<file path="src/common/arm_params.svh">
`ifndef ARM_PARAMS_SVH
`define ARM_PARAMS_SVH

// Datapath widths
`define WORD_W      32
`define REG_AW      4
`define REG_N       16

// First fetch address out of reset
`define RESET_PC    32'h0000_0000

// Bit positions in the 4-bit NZCV word
`define FLAG_N      3
`define FLAG_Z      2
`define FLAG_C      1
`define FLAG_V      0

`endif

</file>
<file path="src/common/armPkg.sv">
package armPkg;

    typedef enum logic [3:0] {
        condEq, condNe, condCs, condCc,
        condMi, condPl, condVs, condVc,
        condHi, condLs, condGe, condLt,
        condGt, condLe, condAl
    } condCode;

    typedef enum logic [2:0] {aluAdd, aluSub, aluAnd, aluOrr, aluMov} aluOp;

    typedef enum logic [1:0] {fwdReg, fwdWb, fwdMem} fwdSel;

    // Data processing, Rm is the low nibble of imm8 in the register form
    typedef struct packed {
        condCode    cond;
        logic [1:0] op;
        logic       immBit;
        logic [3:0] cmd;
        logic       sBit;
        logic [3:0] rn;
        logic [3:0] rd;
        logic [3:0] rot;
        logic [7:0] imm8;
    } dpFields;

    // Low 24 bits, read whole as the branch offset
    typedef struct packed {
        logic [2:0]  ubw;
        logic        load;
        logic [3:0]  rn;
        logic [3:0]  rd;
        logic [11:0] imm12;
    } mbOffset;

    typedef struct packed {
        condCode    cond;
        logic [1:0] op;
        logic [1:0] funct;
        mbOffset    offset;
    } mbFields;

    typedef union packed {
        dpFields dp;
        mbFields mb;
    } instrWord;

endpackage

</file>
<file path="src/rtl/decodeUnit.sv">
`include "arm_params.svh"

module decodeUnit (
    input  armPkg::instrWord    instr,
    output logic [`REG_AW-1:0]  ra1,
    output logic [`REG_AW-1:0]  ra2,
    output logic [`REG_AW-1:0]  wa3,
    output logic [`WORD_W-1:0]  extImm,
    output logic                aluSrcImm,
    output armPkg::aluOp        alu,
    output logic                regW,
    output logic                memW,
    output logic                memToReg,
    output logic                branch,
    output logic                flagW,
    output logic                noWrite,
    output armPkg::condCode     cond
);
    import armPkg::*;

    // R15 is never written, so it marks an unused source
    localparam logic [`REG_AW-1:0] noReg = `REG_AW'(`REG_N - 1);

    assign cond = instr.dp.cond;

    always_comb begin
        ra1       = instr.dp.rn;
        ra2       = instr.dp.imm8[3:0];
        wa3       = instr.dp.rd;
        extImm    = `WORD_W'(instr.dp.imm8);
        aluSrcImm = instr.dp.immBit;
        alu       = aluAdd;
        regW      = 1'b0;
        memW      = 1'b0;
        memToReg  = 1'b0;
        branch    = 1'b0;
        flagW     = 1'b0;
        noWrite   = 1'b0;
        case (instr.dp.op)
            2'b00: begin
                regW  = 1'b1;
                flagW = instr.dp.sBit;
                if (instr.dp.immBit) begin
                    ra2 = noReg;
                end
                case (instr.dp.cmd)
                    4'b0100: alu = aluAdd;
                    4'b0010: alu = aluSub;
                    4'b0000: alu = aluAnd;
                    4'b1100: alu = aluOrr;
                    4'b1101: begin
                        alu = aluMov;
                        ra1 = noReg;
                    end
                    // CMP
                    4'b1010: begin
                        alu     = aluSub;
                        noWrite = 1'b1;
                        flagW   = 1'b1;
                    end
                    default: regW = 1'b0;
                endcase
            end
            2'b01: begin
                aluSrcImm = 1'b1;
                extImm    = `WORD_W'(instr.mb.offset.imm12);
                memToReg  = instr.mb.offset.load;
                regW      = instr.mb.offset.load;
                memW      = ~instr.mb.offset.load;
                // Store data comes from Rd
                ra2       = instr.mb.offset.load ? noReg : instr.mb.offset.rd;
            end
            2'b10: begin
                ra1       = noReg;
                ra2       = noReg;
                aluSrcImm = 1'b1;
                branch    = 1'b1;
                extImm    = {{(`WORD_W - 26){instr.mb.offset[23]}}, instr.mb.offset, 2'b00};
            end
            default: regW = 1'b0;
        endcase
    end

endmodule

</file>
<file path="src/rtl/regFile.sv">
`include "arm_params.svh"

module regFile (
    input  logic                CLK,
    input  logic                rstN,
    input  logic [`REG_AW-1:0]  ra1,
    input  logic [`REG_AW-1:0]  ra2,
    input  logic [`REG_AW-1:0]  wa3,
    input  logic                we3,
    input  logic [`WORD_W-1:0]  wd3,
    output logic [`WORD_W-1:0]  rd1,
    output logic [`WORD_W-1:0]  rd2
);

    logic [`WORD_W-1:0] regs [`REG_N];

    always_ff @(posedge CLK or negedge rstN) begin
        if (!rstN) begin
            for (int i = 0; i < `REG_N; i++) begin
                regs[i] <= '0;
            end
        end else if (we3) begin
            regs[wa3] <= wd3;
        end
    end

    // Writeback in the same cycle is seen by decode
    assign rd1 = (we3 && wa3 == ra1) ? wd3 : regs[ra1];
    assign rd2 = (we3 && wa3 == ra2) ? wd3 : regs[ra2];

endmodule

</file>
<file path="src/rtl/condUnit.sv">
`include "arm_params.svh"

module condUnit (
    input  logic            CLK,
    input  logic            rstN,
    input  armPkg::condCode cond,
    input  logic [3:0]      aluFlags,
    input  logic            flagW,
    input  logic            regW,
    input  logic            memW,
    input  logic            branch,
    input  logic            noWrite,
    output logic            regWrite,
    output logic            memWrite,
    output logic            pcSrc
);
    import armPkg::*;

    logic [3:0] flags;
    logic       n;
    logic       z;
    logic       c;
    logic       v;
    logic       condEx;

    assign n = flags[`FLAG_N];
    assign z = flags[`FLAG_Z];
    assign c = flags[`FLAG_C];
    assign v = flags[`FLAG_V];

    always_comb begin
        case (cond)
            condEq:  condEx = z;
            condNe:  condEx = ~z;
            condCs:  condEx = c;
            condCc:  condEx = ~c;
            condMi:  condEx = n;
            condPl:  condEx = ~n;
            condVs:  condEx = v;
            condVc:  condEx = ~v;
            condHi:  condEx = c & ~z;
            condLs:  condEx = ~c | z;
            condGe:  condEx = (n == v);
            condLt:  condEx = (n != v);
            condGt:  condEx = ~z & (n == v);
            condLe:  condEx = z | (n != v);
            default: condEx = 1'b1;
        endcase
    end

    always_ff @(posedge CLK or negedge rstN) begin
        if (!rstN) begin
            flags <= '0;
        end else if (flagW && condEx) begin
            flags <= aluFlags;
        end
    end

    assign regWrite = regW & condEx & ~noWrite;
    assign memWrite = memW & condEx;
    assign pcSrc    = branch & condEx;

endmodule

</file>
<file path="src/rtl/alu.sv">
`include "arm_params.svh"

module alu (
    input  logic [`WORD_W-1:0]  srcA,
    input  logic [`WORD_W-1:0]  srcB,
    input  armPkg::aluOp        op,
    output logic [`WORD_W-1:0]  result,
    output logic [3:0]          flags
);
    import armPkg::*;

    logic               isSub;
    logic               isArith;
    logic [`WORD_W-1:0] opB;
    logic [`WORD_W:0]   sum;

    assign isSub   = (op == aluSub);
    assign isArith = (op == aluAdd) || isSub;
    assign opB     = isSub ? ~srcB : srcB;
    assign sum     = {1'b0, srcA} + {1'b0, opB} + `WORD_W'(isSub);

    always_comb begin
        case (op)
            aluAdd, aluSub: result = sum[`WORD_W-1:0];
            aluAnd:         result = srcA & srcB;
            aluOrr:         result = srcA | srcB;
            default:        result = srcB;
        endcase
    end

    assign flags[`FLAG_N] = result[`WORD_W-1];
    assign flags[`FLAG_Z] = (result == '0);
    assign flags[`FLAG_C] = isArith & sum[`WORD_W];
    // Same-sign operands giving a result of the other sign
    assign flags[`FLAG_V] = isArith & (srcA[`WORD_W-1] == opB[`WORD_W-1])
                          & (result[`WORD_W-1] != srcA[`WORD_W-1]);

endmodule

</file>
<file path="src/rtl/hazardUnit.sv">
`include "arm_params.svh"

module hazardUnit (
    input  logic [`REG_AW-1:0]  ra1D,
    input  logic [`REG_AW-1:0]  ra2D,
    input  logic [`REG_AW-1:0]  ra1E,
    input  logic [`REG_AW-1:0]  ra2E,
    input  logic [`REG_AW-1:0]  wa3E,
    input  logic [`REG_AW-1:0]  wa3M,
    input  logic [`REG_AW-1:0]  wa3W,
    input  logic                regWriteM,
    input  logic                regWriteW,
    input  logic                memToRegE,
    input  logic                pcSrcE,
    output armPkg::fwdSel       forwardA,
    output armPkg::fwdSel       forwardB,
    output logic                stallF,
    output logic                stallD,
    output logic                flushD,
    output logic                flushE
);
    import armPkg::*;

    logic ldStall;

    // Youngest producer wins
    function automatic fwdSel pickSrc(input logic [`REG_AW-1:0] ra);
        if (regWriteM && wa3M == ra) begin
            return fwdMem;
        end
        if (regWriteW && wa3W == ra) begin
            return fwdWb;
        end
        return fwdReg;
    endfunction

    assign forwardA = pickSrc(ra1E);
    assign forwardB = pickSrc(ra2E);

    assign ldStall = memToRegE && (wa3E == ra1D || wa3E == ra2D);

    assign stallF = ldStall;
    assign stallD = ldStall;
    assign flushD = pcSrcE;
    assign flushE = ldStall | pcSrcE;

endmodule

</file>
<file path="src/rtl/armCore.sv">
`include "arm_params.svh"

module armCore (
    input  logic                CLK,
    input  logic                rstN,
    output logic [`WORD_W-1:0]  instrAddr,
    input  logic [`WORD_W-1:0]  instr,
    output logic [`WORD_W-1:0]  dataAddr,
    output logic [`WORD_W-1:0]  dataWrite,
    output logic                dataWe,
    output logic                dataRe,
    input  logic [`WORD_W-1:0]  dataRead
);
    import armPkg::*;

    logic [`WORD_W-1:0] pcF;
    logic [`WORD_W-1:0] pcPlus4F;

    instrWord           instrD;
    logic               validD;
    logic               killD;
    logic [`REG_AW-1:0] ra1D;
    logic [`REG_AW-1:0] ra2D;
    logic [`REG_AW-1:0] wa3D;
    logic [`WORD_W-1:0] extImmD;
    logic [`WORD_W-1:0] rd1D;
    logic [`WORD_W-1:0] rd2D;
    logic [`WORD_W-1:0] pcPlus8D;
    logic               aluSrcImmD;
    logic               regWD;
    logic               memWD;
    logic               memToRegD;
    logic               branchD;
    logic               flagWD;
    logic               noWriteD;
    aluOp               aluD;
    condCode            condD;

    logic [`REG_AW-1:0] ra1E;
    logic [`REG_AW-1:0] ra2E;
    logic [`REG_AW-1:0] wa3E;
    logic [`WORD_W-1:0] extImmE;
    logic [`WORD_W-1:0] rd1E;
    logic [`WORD_W-1:0] rd2E;
    logic [`WORD_W-1:0] pcPlus8E;
    logic               aluSrcImmE;
    logic               regWE;
    logic               memWE;
    logic               memToRegE;
    logic               branchE;
    logic               flagWE;
    logic               noWriteE;
    aluOp               aluE;
    condCode            condE;
    logic [`WORD_W-1:0] srcAE;
    logic [`WORD_W-1:0] srcBE;
    logic [`WORD_W-1:0] writeDataE;
    logic [`WORD_W-1:0] aluResultE;
    logic [3:0]         aluFlagsE;
    logic               regWriteE;
    logic               memWriteE;
    logic               pcSrcE;

    logic               regWriteM;
    logic               memWriteM;
    logic               memToRegM;
    logic [`REG_AW-1:0] wa3M;
    logic [`WORD_W-1:0] aluOutM;
    logic [`WORD_W-1:0] writeDataM;

    logic               regWriteW;
    logic               memToRegW;
    logic [`REG_AW-1:0] wa3W;
    logic [`WORD_W-1:0] aluOutW;
    logic [`WORD_W-1:0] readDataW;
    logic [`WORD_W-1:0] resultW;

    fwdSel              forwardA;
    fwdSel              forwardB;
    logic               stallF;
    logic               stallD;
    logic               flushD;
    logic               flushE;

    function automatic logic [`WORD_W-1:0] fwdMux(input fwdSel sel,
                                                  input logic [`WORD_W-1:0] regVal);
        case (sel)
            fwdMem:  return aluOutM;
            fwdWb:   return resultW;
            default: return regVal;
        endcase
    endfunction

    //////////////////////////////
    // Fetch
    //////////////////////////////

    assign pcPlus4F  = pcF + `WORD_W'(4);
    assign instrAddr = pcF;

    always_ff @(posedge CLK or negedge rstN) begin
        if (!rstN) begin
            pcF <= `RESET_PC;
        end else if (!stallF) begin
            pcF <= pcSrcE ? aluResultE : pcPlus4F;
        end
    end

    always_ff @(posedge CLK or negedge rstN) begin
        if (!rstN) begin
            validD <= 1'b0;
        end else if (flushD) begin
            validD <= 1'b0;
        end else if (!stallD) begin
            validD <= 1'b1;
        end
    end

    always_ff @(posedge CLK) begin
        if (!stallD) begin
            instrD <= instr;
        end
    end

    // Fetch PC+4 equals decode PC+8 while both stages move together
    assign pcPlus8D = pcPlus4F;

    //////////////////////////////
    // Decode
    //////////////////////////////

    decodeUnit uDecode (
        .instr     (instrD),
        .ra1       (ra1D),
        .ra2       (ra2D),
        .wa3       (wa3D),
        .extImm    (extImmD),
        .aluSrcImm (aluSrcImmD),
        .alu       (aluD),
        .regW      (regWD),
        .memW      (memWD),
        .memToReg  (memToRegD),
        .branch    (branchD),
        .flagW     (flagWD),
        .noWrite   (noWriteD),
        .cond      (condD)
    );

    regFile uRegs (
        .CLK  (CLK),
        .rstN (rstN),
        .ra1  (ra1D),
        .ra2  (ra2D),
        .wa3  (wa3W),
        .we3  (regWriteW),
        .wd3  (resultW),
        .rd1  (rd1D),
        .rd2  (rd2D)
    );

    assign killD = flushE | ~validD;

    always_ff @(posedge CLK or negedge rstN) begin
        if (!rstN) begin
            {regWE, memWE, memToRegE, branchE, flagWE} <= '0;
        end else begin
            {regWE, memWE, memToRegE, branchE, flagWE} <=
                killD ? '0 : {regWD, memWD, memToRegD, branchD, flagWD};
        end
    end

    always_ff @(posedge CLK) begin
        ra1E       <= ra1D;
        ra2E       <= ra2D;
        wa3E       <= wa3D;
        extImmE    <= extImmD;
        rd1E       <= rd1D;
        rd2E       <= rd2D;
        pcPlus8E   <= pcPlus8D;
        aluSrcImmE <= aluSrcImmD;
        noWriteE   <= noWriteD;
        aluE       <= aluD;
        condE      <= condD;
    end

    //////////////////////////////
    // Execute
    //////////////////////////////

    assign srcAE      = branchE ? pcPlus8E : fwdMux(forwardA, rd1E);
    assign writeDataE = fwdMux(forwardB, rd2E);
    assign srcBE      = aluSrcImmE ? extImmE : writeDataE;

    alu uAlu (
        .srcA   (srcAE),
        .srcB   (srcBE),
        .op     (aluE),
        .result (aluResultE),
        .flags  (aluFlagsE)
    );

    condUnit uCond (
        .CLK      (CLK),
        .rstN     (rstN),
        .cond     (condE),
        .aluFlags (aluFlagsE),
        .flagW    (flagWE),
        .regW     (regWE),
        .memW     (memWE),
        .branch   (branchE),
        .noWrite  (noWriteE),
        .regWrite (regWriteE),
        .memWrite (memWriteE),
        .pcSrc    (pcSrcE)
    );

    hazardUnit uHazard (
        .ra1D      (ra1D),
        .ra2D      (ra2D),
        .ra1E      (ra1E),
        .ra2E      (ra2E),
        .wa3E      (wa3E),
        .wa3M      (wa3M),
        .wa3W      (wa3W),
        .regWriteM (regWriteM),
        .regWriteW (regWriteW),
        .memToRegE (memToRegE),
        .pcSrcE    (pcSrcE),
        .forwardA  (forwardA),
        .forwardB  (forwardB),
        .stallF    (stallF),
        .stallD    (stallD),
        .flushD    (flushD),
        .flushE    (flushE)
    );

    //////////////////////////////
    // Memory and writeback
    //////////////////////////////

    // A load whose condition failed issues no read
    always_ff @(posedge CLK or negedge rstN) begin
        if (!rstN) begin
            {regWriteM, memWriteM, memToRegM} <= '0;
        end else begin
            {regWriteM, memWriteM, memToRegM} <= {regWriteE, memWriteE, memToRegE & regWriteE};
        end
    end

    always_ff @(posedge CLK) begin
        wa3M       <= wa3E;
        aluOutM    <= aluResultE;
        writeDataM <= writeDataE;
    end

    assign dataAddr  = aluOutM;
    assign dataWrite = writeDataM;
    assign dataWe    = memWriteM;
    assign dataRe    = memToRegM;

    always_ff @(posedge CLK or negedge rstN) begin
        if (!rstN) begin
            regWriteW <= 1'b0;
        end else begin
            regWriteW <= regWriteM;
        end
    end

    always_ff @(posedge CLK) begin
        memToRegW <= memToRegM;
        wa3W      <= wa3M;
        aluOutW   <= aluOutM;
        readDataW <= dataRead;
    end

    assign resultW = memToRegW ? readDataW : aluOutW;

endmodule

</file>
<file path="config.mk">
export PLATFORM = sky130hd
export DESIGN_NAME = armCore
export DESIGN_NICKNAME = d
export VERILOG_FILES = /design/src/common/armPkg.sv /design/src/rtl/decodeUnit.sv /design/src/rtl/regFile.sv /design/src/rtl/condUnit.sv /design/src/rtl/alu.sv /design/src/rtl/hazardUnit.sv /design/src/rtl/armCore.sv
export VERILOG_INCLUDE_DIRS = /design/src /design/src/common
export SDC_FILE = /design/constraint.sdc
export NUM_CORES = 2
export LEC_CHECK = 0
export ABC_AREA = 1
export BUFFER_PORTS_ARGS = -buffer_cell sky130_fd_sc_hd__clkbuf_2
export CAP_MARGIN = 20
export CORE_ASPECT_RATIO = 1.4
export CORE_MARGIN = 1.5
export CORE_UTILIZATION = 29
export CTS_CLUSTER_SIZE = 16
export DETAILED_ROUTE_END_ITERATION = 8
export PLACE_DENSITY_LB_ADDON = 0.05
export SLEW_MARGIN = 20
export SYNTH_ARGS = -nofsm -noshare
export SYNTH_HDL_FRONTEND = slang
export SYNTH_SLANG_ARGS = --single-unit
</file>
<file path="constraint.sdc">
create_clock -name CLK -period 5.8 [get_ports CLK]
set_input_delay 0.58 -clock CLK [delete_from_list [all_inputs] [get_ports CLK]]
set_output_delay 0.58 -clock CLK [all_outputs]
set_load 0.005 [all_outputs]
</file>
Word level (Yosys, flattened, before mapping):

Index checks and enable logic that the tools add are counted.

* flip-flop bits (word level): 876
* input port bits: 66
* output and inout port bits: 98
* word-level logic and storage cells: 193

* add/subtract/negate cells: 3
* order comparisons: 4
* equal/unequal tests: 40
* multiplexer cells: 52
* bitwise gates (word level): 27
* reduce and logical (&&, ||, !) cells: 20

Operator list (count)
* 512-bit bitwise mux: 1
* 32-bit two-way mux: 12
* 32-bit binary-select mux with 4-bit select: 2
* 32-bit case mux with 2 select lines: 3
* 32-bit demux with 4-bit select: 1
* 32-bit case mux with 3 select lines: 1
* 4-bit == test (second input constant): 9
* 32-bit by 32-bit adder with 33-bit output: 1
* 33-bit by 1-bit adder with 33-bit output: 1
* 32-bit by 3-bit adder with 32-bit output (second input constant): 1
* 32-bit bitwise AND: 1
* 4-bit == test: 8
* 32-bit logical NOT: 1
* 32-bit inverter: 1
* 32-bit OR: 1
* 4-bit by 3-bit == test with 1-bit output (second input constant): 5
* 2-bit two-way mux: 8
* 5-bit greater-or-equal comparator (second input constant): 3
* 1-bit two-way mux: 15
* 4-bit inverter with 5-bit output: 3
* 1-bit case mux with 14 select lines: 1
* 4-bit by 2-bit == test with 1-bit output (second input constant): 3
* 4-bit two-way mux: 3
* 3-bit case mux with 4 select lines: 1
* other kinds (23): 60

Depth between registers and ports, before layout:

* depth in word-level cells: 16
* depth in mapped cells: 36
* gate-level depth less buffers: 33

Modules after synthesis:

Synthesis repeated with hierarchy kept, for this count alone.

* cell total of the unflattened synthesis: 6717
* area, all modules: 47023.8 um^2

Modules (own cells, without submodules)
* regFile: times used 1, cells each 4310, area an instance 29200.5 um^2, sequential area each 12812.3 um^2
* armCore: times used 1, cells each 1295, area an instance 12324.3 um^2, sequential area each 7737.4 um^2
* alu: times used 1, cells each 798, area an instance 3918.8 um^2, sequential area each 0.0 um^2
* decodeUnit: times used 1, cells each 144, area an instance 737.0 um^2, sequential area each 0.0 um^2
* hazardUnit: times used 1, cells each 96, area an instance 431.7 um^2, sequential area each 0.0 um^2
* condUnit: times used 1, cells each 74, area an instance 411.6 um^2, sequential area each 100.1 um^2

Worst setup path before layout:

OpenSTA, ideal clock, no wires.

* path type: reg2reg
* start: register wa3M[1]
* end: register uCond.flags[2]
* setup time: 65 ps
* arrival time: 3713 ps
* required time: 5735 ps
* path slack: 2023 ps
* stages on the path, launching flop included: 35
* buffers on the path: 2
* clock period less this slack: 3777 ps
* path through: dfxtp_1 > inv_1 > nand2_1 > nand2_1 > nor2_1 > nand3_2 > inv_1 > buf_4 > clkbuf_1 > nand2_1 > o211ai_4 > nand2_1 > nand2_2 > xor2_1 > ha_1 > inv_1 > o21ai_1 > a21boi_0 > o21ai_1 > nand2_1 > nand2_1 > nand2_1 > nand2_1 > nand2_1 > nand2_1 > nor2_1 > nor2_1 > nand3_1 > nor2_1 > nand3_1 > nor2_1 > nand3_1 > nor2_1 > nand3_1 > nand2_1

* cells in the longest elaborated chain, start to end: 13
* elaborated cells between the ends (all ways): 24
* classes of those cells: add/sub: 2; eq/ne: 6; mux: 10; bitwise: 3; reduce/logical: 3

RTL lines
* start: declaration: RTL line armCore.sv:67 `` logic [`REG_AW-1:0] wa3M; ``
* start signal: assignment: RTL line armCore.sv:251 `wa3M <= wa3E;`
* 4-bit == test *: RTL line hazardUnit.sv:28 `if (regWriteM && wa3M == ra) begin`
* 1-bit logical AND *: RTL line hazardUnit.sv:28
* 1-bit two-way mux *: RTL line hazardUnit.sv:28
* 2-bit two-way mux *: RTL line hazardUnit.sv:31 `if (regWriteW && wa3W == ra) begin`
* 2-bit by 1-bit == test with 1-bit output / 2-bit == test (equally long branches): RTL line armCore.sv:87 `case (sel)`
* 32-bit case mux with 2 select lines *: RTL line armCore.sv:87
* named net writeDataE[3]: RTL line armCore.sv:57 `` logic [`WORD_W-1:0] writeDataE; ``
* 32-bit two-way mux *: RTL line armCore.sv:192 `assign srcBE = aluSrcImmE ? extImmE : writeDataE;`
* 32-bit inverter: RTL line alu.sv:19 `assign opB = isSub ? ~srcB : srcB;`
* 32-bit two-way mux: RTL line alu.sv:19
* 32-bit by 32-bit adder with 33-bit output: RTL line alu.sv:20 `` assign sum = {1'b0, srcA} + {1'b0, opB} + `WORD_W'(isSub); ``
* 33-bit by 1-bit adder with 33-bit output: RTL line alu.sv:20
* 32-bit case mux with 3 select lines *: RTL line alu.sv:23 `case (op)`
* 32-bit logical NOT *: RTL line alu.sv:32 `` assign flags[`FLAG_Z] = (result == '0); ``
* end signal: assignment: RTL line condUnit.sv:55 `flags <= aluFlags;`
* end: declaration: RTL line condUnit.sv:19 `logic [3:0] flags;`

The timed path passes the listed nets; every way through them passes the cells marked *.
A chain may end at the register's enable or synchronous reset.

Worst setup path after layout:

* start: register wa3W[0]
* end: register uCond.flags[2]

* cells in the longest elaborated chain, start to end: 15
* elaborated cells between the ends (all ways): 30
* classes of those cells: add/sub: 2; eq/ne: 6; mux: 16; bitwise: 3; reduce/logical: 3

RTL lines
* start: declaration: RTL line armCore.sv:73 `` logic [`REG_AW-1:0] wa3W; ``
* start signal: assignment: RTL line armCore.sv:271 `wa3W <= wa3M;`
* 4-bit == test *: RTL line hazardUnit.sv:31
* 1-bit logical AND *: RTL line hazardUnit.sv:31
* 1-bit two-way mux (2 in a row): RTL line hazardUnit.sv:31
* 2-bit two-way mux *: RTL line hazardUnit.sv:34 `return fwdReg;`
* 2-bit two-way mux *: RTL line hazardUnit.sv:31
* 2-bit by 1-bit == test with 1-bit output / 2-bit == test (equally long branches): RTL line armCore.sv:87
* 32-bit case mux with 2 select lines *: RTL line armCore.sv:87
* named net writeDataE[23]: RTL line armCore.sv:57
* 32-bit two-way mux *: RTL line armCore.sv:192
* 32-bit inverter: RTL line alu.sv:19
* 32-bit two-way mux: RTL line alu.sv:19
* 32-bit by 32-bit adder with 33-bit output: RTL line alu.sv:20
* 33-bit by 1-bit adder with 33-bit output: RTL line alu.sv:20
* 32-bit case mux with 3 select lines *: RTL line alu.sv:23
* 32-bit logical NOT *: RTL line alu.sv:32

The timed path passes the listed nets; every way through them passes the cells marked *. The select of a mux whose other input is x is not followed.

==> key figures <==
Synthesis
  • Synth area leader: dfrtp_1
  • Synth Cell Area: 44470 um2
  • Top-count cell post-synth: nand2_1
  • Seq/Total Area, Yosys: 46.16%
  • Synth warnings: 0
  • Primary FF master, synth: dfrtp_1
  • Cell count after synthesis: 5778
  • Syn_nets: 5881
  • Synth cell types: 71
  • Synth Register Bits: 870
  • Top cells by area, synth: dfrtp_1 31%, dfxtp_1 13%, o21ai_0 10%, nand2_1 9.1%, inv_1 4.7%
  • Post-synth EDFFs: 32
  • Synth Area per Inst: 7.697 um2
  • Asr flop ratio synth: 64.14%
  • Synth top area share: 31.40%
  • List of most frequent post-synthesis cells: 1073 x nand2_1, 913 x o21ai_0, 558 x dfrtp_1

Setup path
  • CP most frequent cell: nand2_1
  • R2R Path Start: wa3W[0]
  • CP Class: reg2reg
  • Slowest library cell on the worst path: dfxtp_1
  • Max FO, Critical Path: 29
  • Slowest stage delay, CP: 520 ps
  • R2R depth: 29
  • Worst R2R End: uCond.flags[2]
  • CP startpoint kind: flip-flop
  • Worst Setup End Kind: flip-flop
  • Critical path endpoint: uCond.flags[2]
  • CP startpoint: wa3W[0]
  • Crit path required time: 6480 ps
  • R2R setup slack: 460 ps
  • Worst path arrival time: 6020 ps

Routing
  • Met3 WL: 8.821 mm
  • ANT nets after route: 0
  • Wire length per cell: 27.00 um
  • Average vias per placed instance: 5.256
  • Residual DRC count: 0
  • Vias: 41.56k
  • Wire length on met1: 90.93 mm
  • DR pass1 iterations: 8
  • Final wirelength: 213.5 mm
  • DR top layer: met4
  • First DRT Iteration DRCs: 3454
  • Detail Route met2 WL: 103.9 mm

Timing
  • Final Setup Violations: 0
  • Worst slew margin: 23.40%
  • Final worst slack: 459.0 ps
  • Fin crit period: 5341 ps
  • Worst slew pin tran: 1145 ps
  • Worst Skew: 18.19 ps
  • Final Hold Vio Count: 0
  • Worst hold margin: 54.21 ps
  • RSZ-0062 raised after global routing: no
  • Setup TNS Final: 0 ps
  • Tcrit/Tclk final: 92.09%
  • Slew Viols, Final: 0
  • Achievable Freq: 187.2 MHz

Floorplanning
  • Starting Density: 29.29%
  • Core area: 151800 um2
  • Die area: 155700 um2
  • Die height: 466.3 um
  • Die width: 334.0 um
  • Ports: 164
  • Site Rows: 169

Layout
  • Final nets: 5957
  • Util after Layout: 33.95%
  • Fillers: 16.17k
  • Share of layout cells above drive strength 1: 11.48%
  • P&R area growth vs syn: 15.91%

Global route
  • Number of global-route vias before repair: 40.93k
  • GRT Total Usage: 27.07%
  • Overflow after GRT: 0
  • Largest net degree at the start of global routing: 129
  • Initial antenna violation count: 11
  • First-pass GRT wire length: 305.3 mm

Clock network
  • CTS H-tree lvls: 3
  • Clock buffer count from CTS: 99
  • CTS Buffer Depth: 3
  • # clock sinks: 870
  • Buffers inserted by post-CTS timing repair: 0
  • Clk_lat worst skew: 750 ps
  • CTS tree: done
  • Reg clk slew, reported paths: 60 ps
  • Clock root buffer: clkbuf_16

Placed design
  • Worst slack, placed: 408.9 ps
  • Routability cong.: 0.9736
  • Number of port buffers: 163
  • Post-DP HPWL: 141.1 mm

Power and ir drop
  • Power Dens Cells: 441.3 nW/um2
  • Worst VDD drop: 0.0002391 V
  • Leakage: 22.71 nW

Run status
  • Status: finished clean

Min path
  • HP Class: in2reg

Run
  • Max_cap viols: 0
[final cells by class]
class / count / area [um2] / share of cell area (%)
Clock inverter: 40 / 380.4 / 0.7379
Tap cell: 1966 / 2460 / 4.772
Timing Repair Buffer: 384 / 2808 / 5.447
Sequential cell: 870 / 20530 / 39.84
Multi-Input combinational cell: 3918 / 20260 / 39.31
Clock buffer: 148 / 2894 / 5.614
Antenna cell: 1 / 2.502 / 0.004854
Inverter: 581 / 2206 / 4.279
[through the flow]
step / std cells / instance area (um2) / power [mW]
6_report: 7908 / 51550 / 22.75
5_1_grt: 7908 / 51550 / 24.01
4_1_cts: 7907 / 51540 / 22.92
3_5_place_dp: 7655 / 47620 / 16.27
3_3_place_gp: 7653 / 47580 / 16.31
2_1_floorplan: 5778 / 44470 / 12.66
[logic make-up (layout without fill, tap and decap cells)]
family	after synthesis	count (layout)	share of synthesized area [%]
XOR/XNOR	71	71	1.398
buffers and inverters	990	1153	8.744
other	0	1	0
multiplexers	3	3	0.1322
AND/OR/NAND/NOR	1930	1930	18.28
flip-flops	870	870	46.16
adder cells (fa/ha/maj)	37	37	1.058
AO/OA/AOI/OAI	1877	1877	24.22
[worst max-delay path, delay by kind of cell (launching register included)]
| kind | cells | cell delay, ps |
|---|---|---|
| AND/OR/NAND/NOR | 20 | 3020 |
| AO/OA/AOI/OAI | 4 | 690 |
| flip-flops | 1 | 520 |
| buffers and inverters | 3 | 430 |
| adder cells (fa/ha/maj) | 1 | 390 |
| XOR/XNOR | 1 | 190 |
[sequential cells by signal, summed over array words and instances (netlist names), 3 cells and up]
register,flops
condE,4
wa3W,4
pcPlus8E,32
uRegs.regs,512
dataAddr,32
rd1E,32
ra2E,4
aluOutW,32
aluE,3
instrAddr,32
wa3E,4
extImmE,26
rd2E,32
ra1E,4
instrD,32
uCond.flags,4
wa3M,4
readDataW,32
dataWrite,32
[worst min-delay path by stage]
stage                           start      endpoint  slack, ps  cells after the start
after floorplan                  rstN       branchE        280                      0
after global placement     instrD[28]      condE[0]        320                      0
after detailed placement   instrD[28]      condE[0]        330                      0
after CTS                 dataRead[0]  readDataW[0]          6                      1
after global routing      dataRead[0]  readDataW[0]         50                      1
final                     dataRead[0]  readDataW[0]         50                      1
[what timing repair did]
item,4_1_cts,5_1_grt
endpoints found under the hold margin,145,0
setup endpoints to repair,0,1
resized for setup,0,1
hold buffers,64,0
[per-layer routing]
layer	up-vias	track usage (%)
met5	-	0
met4	0	11.98
met3	318	2.636
met2	1203	46.52
met1	20540	34.34
li1	19510	-
[power by group]
group          total [mW]  internal, mW  switching [mW]  leakage [nW]
registers            8.97          7.66            1.31          10.2
clock network        6.48          3.61            2.86          1.61
logic                7.30          2.22            5.09          10.9
total                22.7          13.5            9.26          22.7
[cell usage in the layout (no fill, tap or decap), types with 8 or more instances in the layout]
master         Yosys  routed
clkinv_2           0      22
o21ai_1           31      38
dlygate4sd3_1      0      64
edfxtp_1          32      32
a22oi_1           62      62
nand3_2           21      21
o21a_1             9       9
ha_1              36      36
o21ai_0          913     901
inv_1            555     551
a31oi_1           78      78
nor2_2            14      12
nand3b_1          13      13
dfxtp_1          280     279
o221ai_1          76      75
o22ai_1          144     144
clkbuf_8           0      19
buf_4              9     144
xor2_1            63      63
nand4_1            9       9
clkbuf_16          0     101
nand2_2           28      29
o21ai_2           11      14
inv_2             19      19
nor3_1            10      10
nand2_1         1073    1072
o211ai_1         100     100
xnor2_1            8       8
clkbuf_1         345      28
clkbuf_2           0     162
nor2_1           547     529
nand2_4           14      14
o211ai_2          15      15
nor2_4             5      25
nand3_1          166     166
dfrtp_1          558     557
buf_12             0      13
a21oi_1          408     408
Power figures use the tool's default switching activity.
